File: src/include/frontend_config.svh
`ifndef FRONTEND_CONFIG_SVH
`define FRONTEND_CONFIG_SVH

// first instruction address after reset
`define FE_RESET_PC    32'h1C00_0000

// instruction word and address width
`define FE_INST_W      32

// major opcodes, left-aligned at bit 31 of the word
// add.w: 3R format, bits [31:15]
`define FE_OP_ADD_W    17'h0_0020
// addi.w: 2RI12 format, bits [31:22]
`define FE_OP_ADDI_W   10'h00A
// lu12i.w: 1RI20 format, bits [31:25]
`define FE_OP_LU12I_W  7'h0A
// b and bl: I26 format, bits [31:26]
`define FE_OP_B        6'h14
`define FE_OP_BL       6'h15

`endif

File: src/source/frontend_pkg.sv
`default_nettype none

`include "frontend_config.svh"

package frontend_pkg;

    // 3R view, e.g. add.w
    typedef struct packed {
        logic [16:0] opcode;
        logic [4:0]  rk;
        logic [4:0]  rj;
        logic [4:0]  rd;
    } inst_reg3_t;

    // 2RI12 view, e.g. addi.w
    typedef struct packed {
        logic [9:0]  opcode;
        logic [11:0] si12;
        logic [4:0]  rj;
        logic [4:0]  rd;
    } inst_imm12_t;

    // I26 view for b and bl
    // offset is split, low half sits above the high half
    typedef struct packed {
        logic [5:0]  opcode;
        logic [15:0] offs_lo;
        logic [9:0]  offs_hi;
    } inst_offs26_t;

    // one fetched word, read through whichever format applies
    typedef union packed {
        inst_reg3_t   reg3;
        inst_imm12_t  imm12;
        inst_offs26_t offs26;
    } inst_word_t;

    typedef enum logic [2:0] {
        OP_ADD,
        OP_ADDI,
        OP_LU12I,
        OP_B,
        OP_BL,
        OP_INVALID
    } op_class_e;

    // decoded result handed toward execute
    // unused register fields are zero for the class
    typedef struct packed {
        op_class_e              op_class;
        logic [4:0]             rd;
        logic [4:0]             rj;
        logic [4:0]             rk;
        logic [`FE_INST_W-1:0]  imm;
    } dec_fields_t;

endpackage

`default_nettype wire

File: src/source/if_id_bus_if.sv
`timescale 1ns/1ps
`default_nettype none

`include "frontend_config.svh"

// fetch to decode handoff
interface if_id_bus_if;

    logic                   valid;
    logic                   allowin;
    logic [`FE_INST_W-1:0]  pc;
    logic [`FE_INST_W-1:0]  inst;

    modport fetch_side (
        output valid,
        output pc,
        output inst,
        input  allowin
    );

    modport decode_side (
        input  valid,
        input  pc,
        input  inst,
        output allowin
    );

endinterface

`default_nettype wire

File: src/source/branch_resolver.sv
`timescale 1ns/1ps
`default_nettype none

`include "frontend_config.svh"

module branch_resolver (
    input  frontend_pkg::inst_word_t    inst,
    input  logic [`FE_INST_W-1:0]       pc,
    // instruction leaves decode this cycle
    input  logic                        fire,
    output logic                        br_taken,
    output logic [`FE_INST_W-1:0]       br_target,
    output logic [`FE_INST_W-1:0]       link
);

    logic                   is_branch;
    logic [25:0]            offs26;
    logic [`FE_INST_W-1:0]  offs_ext;

    // b and bl are both unconditional
    assign is_branch = (inst.offs26.opcode == `FE_OP_B) ||
                       (inst.offs26.opcode == `FE_OP_BL);

    assign offs26   = {inst.offs26.offs_hi, inst.offs26.offs_lo};
    assign offs_ext = {{4{offs26[25]}}, offs26, 2'b00};

    // pc relative target
    assign br_target = pc + offs_ext;

    // return address, only meaningful for bl
    assign link = pc + 32'd4;

    // one pulse per branch, as it hands off to execute
    assign br_taken = fire & is_branch;

endmodule

`default_nettype wire

File: src/source/fetch_frontend.sv
`timescale 1ns/1ps
`default_nettype none

`include "frontend_config.svh"

module fetch_frontend (
    input  logic                        clk,
    input  logic                        resetn,

    // instruction sram
    output logic                        inst_sram_en,
    output logic [`FE_INST_W-1:0]       inst_sram_addr,
    input  logic [`FE_INST_W-1:0]       inst_sram_rdata,

    // execute side
    input  logic                        ex_allowin,
    output logic                        id_to_ex_valid,
    output logic [`FE_INST_W-1:0]       id_to_ex_pc,
    output frontend_pkg::dec_fields_t   id_to_ex_fields,
    output logic [`FE_INST_W-1:0]       id_to_ex_link
);

    logic                   br_taken;
    logic [`FE_INST_W-1:0]  br_target;

    if_id_bus_if if_id_bus ();

    if_stage u_if_stage (
        .clk             (clk),
        .resetn          (resetn),
        .br_taken        (br_taken),
        .br_target       (br_target),
        .inst_sram_en    (inst_sram_en),
        .inst_sram_addr  (inst_sram_addr),
        .inst_sram_rdata (inst_sram_rdata),
        .bus             (if_id_bus.fetch_side)
    );

    // branch resolved in decode, redirect goes back the same cycle
    id_stage u_id_stage (
        .clk             (clk),
        .resetn          (resetn),
        .ex_allowin      (ex_allowin),
        .bus             (if_id_bus.decode_side),
        .br_taken        (br_taken),
        .br_target       (br_target),
        .id_to_ex_valid  (id_to_ex_valid),
        .id_to_ex_pc     (id_to_ex_pc),
        .id_to_ex_fields (id_to_ex_fields),
        .id_to_ex_link   (id_to_ex_link)
    );

endmodule

`default_nettype wire

File: src/source/id_stage.sv
`timescale 1ns/1ps
`default_nettype none

`include "frontend_config.svh"

module id_stage (
    input  logic                        clk,
    input  logic                        resetn,
    input  logic                        ex_allowin,

    if_id_bus_if.decode_side            bus,

    // redirect toward fetch
    output logic                        br_taken,
    output logic [`FE_INST_W-1:0]       br_target,

    // toward execute
    output logic                        id_to_ex_valid,
    output logic [`FE_INST_W-1:0]       id_to_ex_pc,
    output frontend_pkg::dec_fields_t   id_to_ex_fields,
    output logic [`FE_INST_W-1:0]       id_to_ex_link
);

    logic                       id_valid;
    logic [`FE_INST_W-1:0]      id_pc;
    frontend_pkg::inst_word_t   id_inst;
    logic                       id_allowin;
    logic                       id_fire;
    logic                       take_offer;
    frontend_pkg::dec_fields_t  dec_fields;
    logic [`FE_INST_W-1:0]      br_link;

    assign id_allowin  = ~id_valid | ex_allowin;
    assign bus.allowin = id_allowin;

    // handoff to execute
    assign id_fire = id_valid & ex_allowin;

    // the word behind a taken branch is wrong path, drop it
    assign take_offer = id_allowin & bus.valid & ~br_taken;

    always_ff @(posedge clk) begin
        if (!resetn) begin
            id_valid <= 1'b0;
        end else if (id_allowin) begin
            id_valid <= bus.valid & ~br_taken;
        end
    end

    always_ff @(posedge clk) begin
        if (take_offer) begin
            id_pc   <= bus.pc;
            id_inst <= bus.inst;
        end
    end

    inst_decoder u_inst_decoder (
        .inst   (id_inst),
        .fields (dec_fields)
    );

    branch_resolver u_branch_resolver (
        .inst      (id_inst),
        .pc        (id_pc),
        .fire      (id_fire),
        .br_taken  (br_taken),
        .br_target (br_target),
        .link      (br_link)
    );

    assign id_to_ex_valid = id_valid;
    assign id_to_ex_pc    = id_pc;

    // bl writes its return address to r1
    always_comb begin
        id_to_ex_fields = dec_fields;
        id_to_ex_link   = '0;
        if (dec_fields.op_class == frontend_pkg::OP_BL) begin
            id_to_ex_fields.rd = 5'd1;
            id_to_ex_link      = br_link;
        end
    end

endmodule

`default_nettype wire

File: src/source/if_stage.sv
`timescale 1ns/1ps
`default_nettype none

`include "frontend_config.svh"

module if_stage (
    input  logic                    clk,
    input  logic                    resetn,

    // redirect from decode
    input  logic                    br_taken,
    input  logic [`FE_INST_W-1:0]   br_target,

    // instruction sram, read only
    output logic                    inst_sram_en,
    output logic [`FE_INST_W-1:0]   inst_sram_addr,
    input  logic [`FE_INST_W-1:0]   inst_sram_rdata,

    if_id_bus_if.fetch_side         bus
);

    logic [`FE_INST_W-1:0] pc_q;
    logic                  valid_q;
    logic                  if_allowin;
    logic [`FE_INST_W-1:0] seq_pc;
    logic [`FE_INST_W-1:0] next_pc;

    // single cycle stage, ready as soon as the sram word is back
    assign if_allowin = ~valid_q | bus.allowin;

    assign seq_pc  = pc_q + 32'd4;
    assign next_pc = br_taken ? br_target : seq_pc;

    // request only when the fetched word has somewhere to go
    assign inst_sram_en   = if_allowin & resetn;
    assign inst_sram_addr = next_pc;

    // valid rises one cycle after the first request
    always_ff @(posedge clk) begin
        if (!resetn) begin
            valid_q <= 1'b0;
        end else if (if_allowin) begin
            valid_q <= 1'b1;
        end
    end

    // pc tracks the address of the word now returned by the sram
    // reset one word early so the first request hits the reset pc
    always_ff @(posedge clk) begin
        if (!resetn) begin
            pc_q <= `FE_RESET_PC - 32'd4;
        end else if (if_allowin) begin
            pc_q <= next_pc;
        end
    end

    // sram keeps its output while stalled, so inst is stable
    assign bus.valid = valid_q;
    assign bus.pc    = pc_q;
    assign bus.inst  = inst_sram_rdata;

endmodule

`default_nettype wire

File: src/source/inst_decoder.sv
`timescale 1ns/1ps
`default_nettype none

`include "frontend_config.svh"

module inst_decoder (
    input  frontend_pkg::inst_word_t   inst,
    output frontend_pkg::dec_fields_t  fields
);

    logic                   is_add;
    logic                   is_addi;
    logic                   is_lu12i;
    logic                   is_b;
    logic                   is_bl;
    logic [19:0]            si20;
    logic [25:0]            offs26;
    logic [`FE_INST_W-1:0]  imm_si12;
    logic [`FE_INST_W-1:0]  imm_si20;
    logic [`FE_INST_W-1:0]  imm_offs;

    // opcode match, the encodings do not overlap
    assign is_add   = (inst.reg3.opcode == `FE_OP_ADD_W);
    assign is_addi  = (inst.imm12.opcode == `FE_OP_ADDI_W);
    assign is_lu12i = (inst.reg3.opcode[16:10] == `FE_OP_LU12I_W);
    assign is_b     = (inst.offs26.opcode == `FE_OP_B);
    assign is_bl    = (inst.offs26.opcode == `FE_OP_BL);

    // si20 of lu12i.w lives in bits [24:5]
    assign si20   = {inst.imm12.opcode[2:0], inst.imm12.si12, inst.imm12.rj};
    assign offs26 = {inst.offs26.offs_hi, inst.offs26.offs_lo};

    assign imm_si12 = {{20{inst.imm12.si12[11]}}, inst.imm12.si12};
    assign imm_si20 = {si20, 12'b0};
    // byte offset, word aligned
    assign imm_offs = {{4{offs26[25]}}, offs26, 2'b00};

    always_comb begin
        fields.op_class = frontend_pkg::OP_INVALID;
        fields.rd       = 5'd0;
        fields.rj       = 5'd0;
        fields.rk       = 5'd0;
        fields.imm      = '0;

        if (is_add) begin
            fields.op_class = frontend_pkg::OP_ADD;
            fields.rd       = inst.reg3.rd;
            fields.rj       = inst.reg3.rj;
            fields.rk       = inst.reg3.rk;
        end else if (is_addi) begin
            fields.op_class = frontend_pkg::OP_ADDI;
            fields.rd       = inst.imm12.rd;
            fields.rj       = inst.imm12.rj;
            fields.imm      = imm_si12;
        end else if (is_lu12i) begin
            // only rd, source registers stay zero
            fields.op_class = frontend_pkg::OP_LU12I;
            fields.rd       = inst.reg3.rd;
            fields.imm      = imm_si20;
        end else if (is_b) begin
            fields.op_class = frontend_pkg::OP_B;
            fields.imm      = imm_offs;
        end else if (is_bl) begin
            // link register is set later in decode
            fields.op_class = frontend_pkg::OP_BL;
            fields.imm      = imm_offs;
        end
    end

endmodule

`default_nettype wire

File: config.mk
export PLATFORM = sky130hd
export DESIGN_NAME = fetch_frontend
export DESIGN_NICKNAME = d
export VERILOG_FILES = /design/src/source/frontend_pkg.sv /design/src/source/if_id_bus_if.sv /design/src/source/branch_resolver.sv /design/src/source/fetch_frontend.sv /design/src/source/id_stage.sv /design/src/source/if_stage.sv /design/src/source/inst_decoder.sv
export VERILOG_INCLUDE_DIRS = /design/src /design/src/include
export SDC_FILE = /design/constraint.sdc
export NUM_CORES = 1
export LEC_CHECK = 0
export ABC_AREA = 1
export ABC_CLOCK_PERIOD_IN_PS = 8850
export BUFFER_PORTS_ARGS = -buffer_cell sky130_fd_sc_hd__buf_2
export CORE_MARGIN = 3
export CORE_UTILIZATION = 60
export CTS_BUF_LIST = sky130_fd_sc_hd__clkbuf_8
export DETAILED_ROUTE_END_ITERATION = 12
export MAX_ROUTING_LAYER = met4
export PLACE_DENSITY = 0.87
export REMOVE_ABC_BUFFERS = 1
export SLEW_MARGIN = 20
export SYNTH_ARGS = -nofsm -noshare
export SYNTH_HDL_FRONTEND = slang
export SYNTH_SLANG_ARGS = --single-unit
File: constraint.sdc
create_clock -name clk -period 8.85 [get_ports clk]
set_input_delay 0 -clock clk [delete_from_list [all_inputs] [get_ports clk]]
set_output_delay 0 -clock clk [all_outputs]
set_load 0.01 [all_outputs]
## Yosys cells after proc, flatten, opt, wreduce, memory -nomap -nowiden

Cells that the tools add are included.

- Flip-flop bits (word level): 98
- Bits of input ports: 35
- Output and inout port bits: 148

- $add $sub $neg: 3
- Eq/ne operators: 6
- Multiplexer cells: 16
- Bitwise operators: 11
- Reductions and logical operators: 1

Operators by type and width:

| kind | count |
|---|---|
| 32-bit two-way mux | 7 |
| 32-bit by 3-bit adder with 32-bit output (second input constant) | 2 |
| 32-bit adder | 1 |
| 5-bit two-way mux | 4 |
| 17-bit by 6-bit equality test with 1-bit output (second input constant) | 1 |
| 13-bit two-way mux | 1 |
| 6-bit by 5-bit equality test with 1-bit output (second input constant) | 2 |
| 10-bit by 4-bit equality test with 1-bit output (second input constant) | 1 |
| 8-bit two-way mux | 1 |
| 7-bit by 4-bit equality test with 1-bit output (second input constant) | 1 |
| 1-bit AND | 6 |
| 3-bit two-way mux | 2 |
| 3-bit equality test (second input constant) | 1 |
| 1-bit NOT | 3 |
| 1-bit OR | 2 |
| 1-bit logical OR | 1 |
| 1-bit two-way mux | 1 |

## Logic depth before layout (Yosys ltp)

- Depth in word-level cells: 8
- Gate-level depth with buffers: 15
- Gate-level depth less buffers: 15

## Modules after synthesis

A second synthesis with hierarchy kept.

- Cells, all modules: 1468
- Area total of the unflattened synthesis: 9472.8 um^2

Modules (own cells, without submodules):

| module | instances | cells an instance | area an instance (um^2) | sequential area each (um^2) |
|---|---|---|---|---|
| branch_resolver | 1 | 584 | 2986.6 | 0.0 |
| if_stage | 1 | 472 | 2778.9 | 660.6 |
| id_stage | 1 | 149 | 2317.2 | 1941.9 |
| inst_decoder | 1 | 263 | 1390.1 | 0.0 |

## Worst setup path before layout

Ideal clock, no wire load.

- Path type: reg2reg
- Start: register u_id_stage.id_inst[30] in the netlist's numbering
- End: register u_id_stage.id_inst[0] in the netlist's numbering (enable)
- Setup time: 0.418 ns
- Data arrival time: 2.404 ns
- Path slack: 6.028 ns
- Stages on the path, launching flop included: 8
- Period minus slack after synthesis: 2.822 ns
- Cells stage by stage: edfxtp_1 inv_2 nor2_2 nand4_4 buf_2 buf_4 nand3_1 inv_1

- Longest elaborated chain between the ends: 5
- Elaborated cells between the ends (all ways): 6
- Those cells by class: 2 x eq/ne; 3 x bitwise; 1 x reduce/logical

Ends and longest elaborated chain:

| element | RTL line | source |
|---|---|---|
| start: declaration | id_stage.sv:26 | `frontend_pkg::inst_word_t id_inst;` |
| start signal: assignment | id_stage.sv:53 | `id_inst <= bus.inst;` |
| 6-bit by 5-bit equality test with 1-bit output (no source line) | n/a |  |
| 1-bit logical OR * | branch_resolver.sv:21 | `` assign is_branch = (inst.offs26.opcode == `FE_OP_B) \|\| `` |
| 1-bit AND * | branch_resolver.sv:34 | `assign br_taken = fire & is_branch;` |
| 1-bit NOT * | id_stage.sv:40 | `assign take_offer = id_allowin & bus.valid & ~br_taken;` |
| 1-bit AND * | id_stage.sv:40 |  |
| net u_id_stage.take_offer | id_stage.sv:29 | `logic take_offer;` |

Mark *: on every way through the listed nets, which the timed path passes. The rest lies on a longest branch.
A chain may end at the register's enable or synchronous reset.

==> metrics.cfg <==
[global_route]
overflow = 0
antenna_found_initial = 1
grt_pass1_wl_microns = 46400
grt_pass1_vias = 9146
grt_max_degree = 65
grtUsageTotal_pct = 41.6

[route]
viasPerCell = 5.74
ant_nets = 0
drt_iter0_markers = 1180
vias = 9669
drc = 0
first_pass_iters = 7
wirelength_microns = 30900
wl_per_cell_microns = 18.3

[synth]
async_flop_share_pct = 0
synthFlopType = edfxtp_1
synth_area_sq_um = 8210
yosysWarningCount = 0
synth-seq-area-share_pct = 31.7
synthCells = 1299
ys_types = 43
synth-edff-count = 64
synth-seq-cells = 98
syn_avg_cell_area_sq_um = 6.32

[floorplanning]
initial_core_util_pct = 61.8
rows = 42
io-pin-count = 183
die_width_microns = 123
die_h_microns = 123
die-area_sq_um = 15100
core_sq_um = 13300

[final_layout]
final_common_cell = nand2_1
multi_input_area_sq_um = 4580
drive_gt1_share_pct = 15.0
final_cell_mix = nand2_1 (417), inv_1 (239), buf_2 (182), nor2_1 (139), nand3_1 (88)
syn_to_final_growth_pct = 18.6
design_area_sq_um = 9740
nets = 1569
fill_cells = 1144
seq_area_sq_um = 2600

[place]
place_congestion = 0.982
io_buffers = 182
placed_area_sq_um = 9240
dp_slack_ns = 5.99
dp_hpwl_microns = 23500

[flow_run]
drv_cap = 0

[power]
cellPowerDensity_nw_per_um2 = 167
total_leakage_power_nw = 5.66
finalPower_mw = 1.63
peakVddDrop_mv = 0.195

[critical_path]
end_kind = output pin
worstPathRequired_ns = 8.85
cp.arrival_ns = 3.52
critPathLaunchType = register
crit_path_max_fanout = 22
path_class = register to output pin

[sta]
hold_viol = 0
fmax_ghz = 0.284
slew_violations = 0
skew_ns = 0.0135
finalSetupTns_ns = 0
rsz0062_at_grt = false
final.min_clock_period_ns = 3.52
finalWorstSetupSlack_ns = 5.33
finalSetupViolations = 0
worstMarginPinSlew_ns = 0.901
finalCritPeriodShare_pct = 39.8
relSlewSlack_pct = 39.8

[clock_network]
cts.clk_slew.worst_paths_ns = 0.10
cts_buffers = 9
htreeDepth = 3
cts_tree = done
cts_setup_buffers = 0
root_buffer = clkbuf_8
clock_path_buffers = 2
worstSkewPairLatency_ns = 0.39
cts_sinks = 98

[outcome]
status = complete, no violations

[worst_hold_path]
min-delay-path-class = input pin to register

## cells by family after synthesis
| family | after synthesis | synth area share, % |
|---|---|---|
| xor gates and xnor gates | 29 | 3.09 |
| adders and majority gates | 32 | 4.97 |
| and+or+nand+nor | 739 | 38.1 |
| AOI/OAI and AO/OA | 132 | 9.46 |
| muxes | 1 | 0.122 |
| buffers and inverters | 268 | 12.5 |
| DFF | 98 | 31.7 |
## where the power goes
| part | switching [mW] | internal [mW] |
|---|---|---|
| Clock | 0.168 | 0.102 |
| Sequential | 0.0823 | 0.545 |
| Combinational | 0.486 | 0.242 |
| Total | 0.736 | 0.890 |
## layer usage
layer	vias to the layer above	GRT usage [%]	routed length, microns
li1	4553	-	-
met1	4273	48.8	11500
met2	693	65.6	13800
met3	150	9.70	3630
met4	0	24.4	1930
met5	-	-	0
## critical path, cell delays in order, from the launching register on
cell and delay, ns:
edfxtp_1 0.51, nor2_1 0.19, inv_1 0.10, nor4_1 0.54, nand4_1 0.86, nand2_1 0.33, inv_1 0.18, nand2_4 0.13
nand2_1 0.07, nand2_1 0.07, buf_2 0.16
## per-stage QoR
step | instances | util (%) | hold slack (ns)
floorplan | 1274 | - | 0.0277
global placement | 1634 | 69.5 | 0.177
detailed placement | 1634 | 69.5 | 0.178
CTS | 1683 | 73.3 | 0.0235
global route | 1684 | 73.3 | 0.0458
finish | 1684 | 73.3 | 0.0288
## flip-flops by register name, indices dropped and copies added, names as in the netlist
signal,cells
u_id_stage.id_to_ex_pc,32
u_if_stage.bus.valid,1
u_id_stage.id_inst,32
u_if_stage.bus.pc,32
u_id_stage.id_to_ex_valid,1
## path summary, 6_finish.rpt
kind	from	to	slack (ns)	cells past startpoint
max reg2reg	u_id_stage.id_inst[31]$_DFFE_PP_	u_if_stage.bus.pc[7]$_SDFFE_PN1N_	5.91	8
min reg2reg	u_if_stage.bus.pc[31]$_SDFFE_PN0N_	u_id_stage.id_to_ex_pc[31]$_DFFE_PP_	0.44	0
min	ex_allowin	u_id_stage.id_to_ex_valid$_SDFFE_PN0P_	0.03	4
max	u_id_stage.id_inst[27]$_DFFE_PP_	id_to_ex_fields[42]	5.33	10
## final cells by class
class                   instances  share of cell area, %
clock inverters                 7                  0.449
repair buffers                217                   12.9
multi-input cells             933                   47.0
well taps                     176                   2.26
flip-flops and latches         98                   26.7
clock buffers                   9                   1.27
diodes                          1                 0.0257
inverters                     243                   9.36
## synthesized netlist by cell type, types with 2 or more instances
cell type	n	area share (%)
nor4_1	12	0.91
a21o_1	2	0.18
clkbuf_1	18	0.82
or2_2	5	0.38
nor2_1	139	6.4
o221ai_1	9	0.96
nand2_1	417	19
o22ai_1	4	0.30
clkinv_1	2	0.091
nand3b_1	2	0.18
a21oi_1	47	2.9
o21ai_1	8	0.49
ha_1	31	4.7
a31oi_1	3	0.23
xor2_1	23	2.5
o211ai_1	13	1.2
inv_2	2	0.091
o21ai_0	35	2.1
nand3_1	88	5.4
edfxtp_1	64	23
o21ai_2	7	0.75
nor3b_1	2	0.18
and2_1	5	0.38
nor2_2	3	0.23
nor3_1	39	2.4
o21bai_1	2	0.18
xnor2_1	6	0.64
inv_1	239	11
dfxtp_1	34	8.3
buf_4	3	0.27
nand4_1	17	1.3
nor3_2	5	0.61
buf_2	3	0.18
## what timing repair did
action	CTS	global route
endpoints found under the hold margin	33	0
hold buffers	33	0
gates resized for setup	0	0
Note: power is estimated with default switching activity, not from simulation.
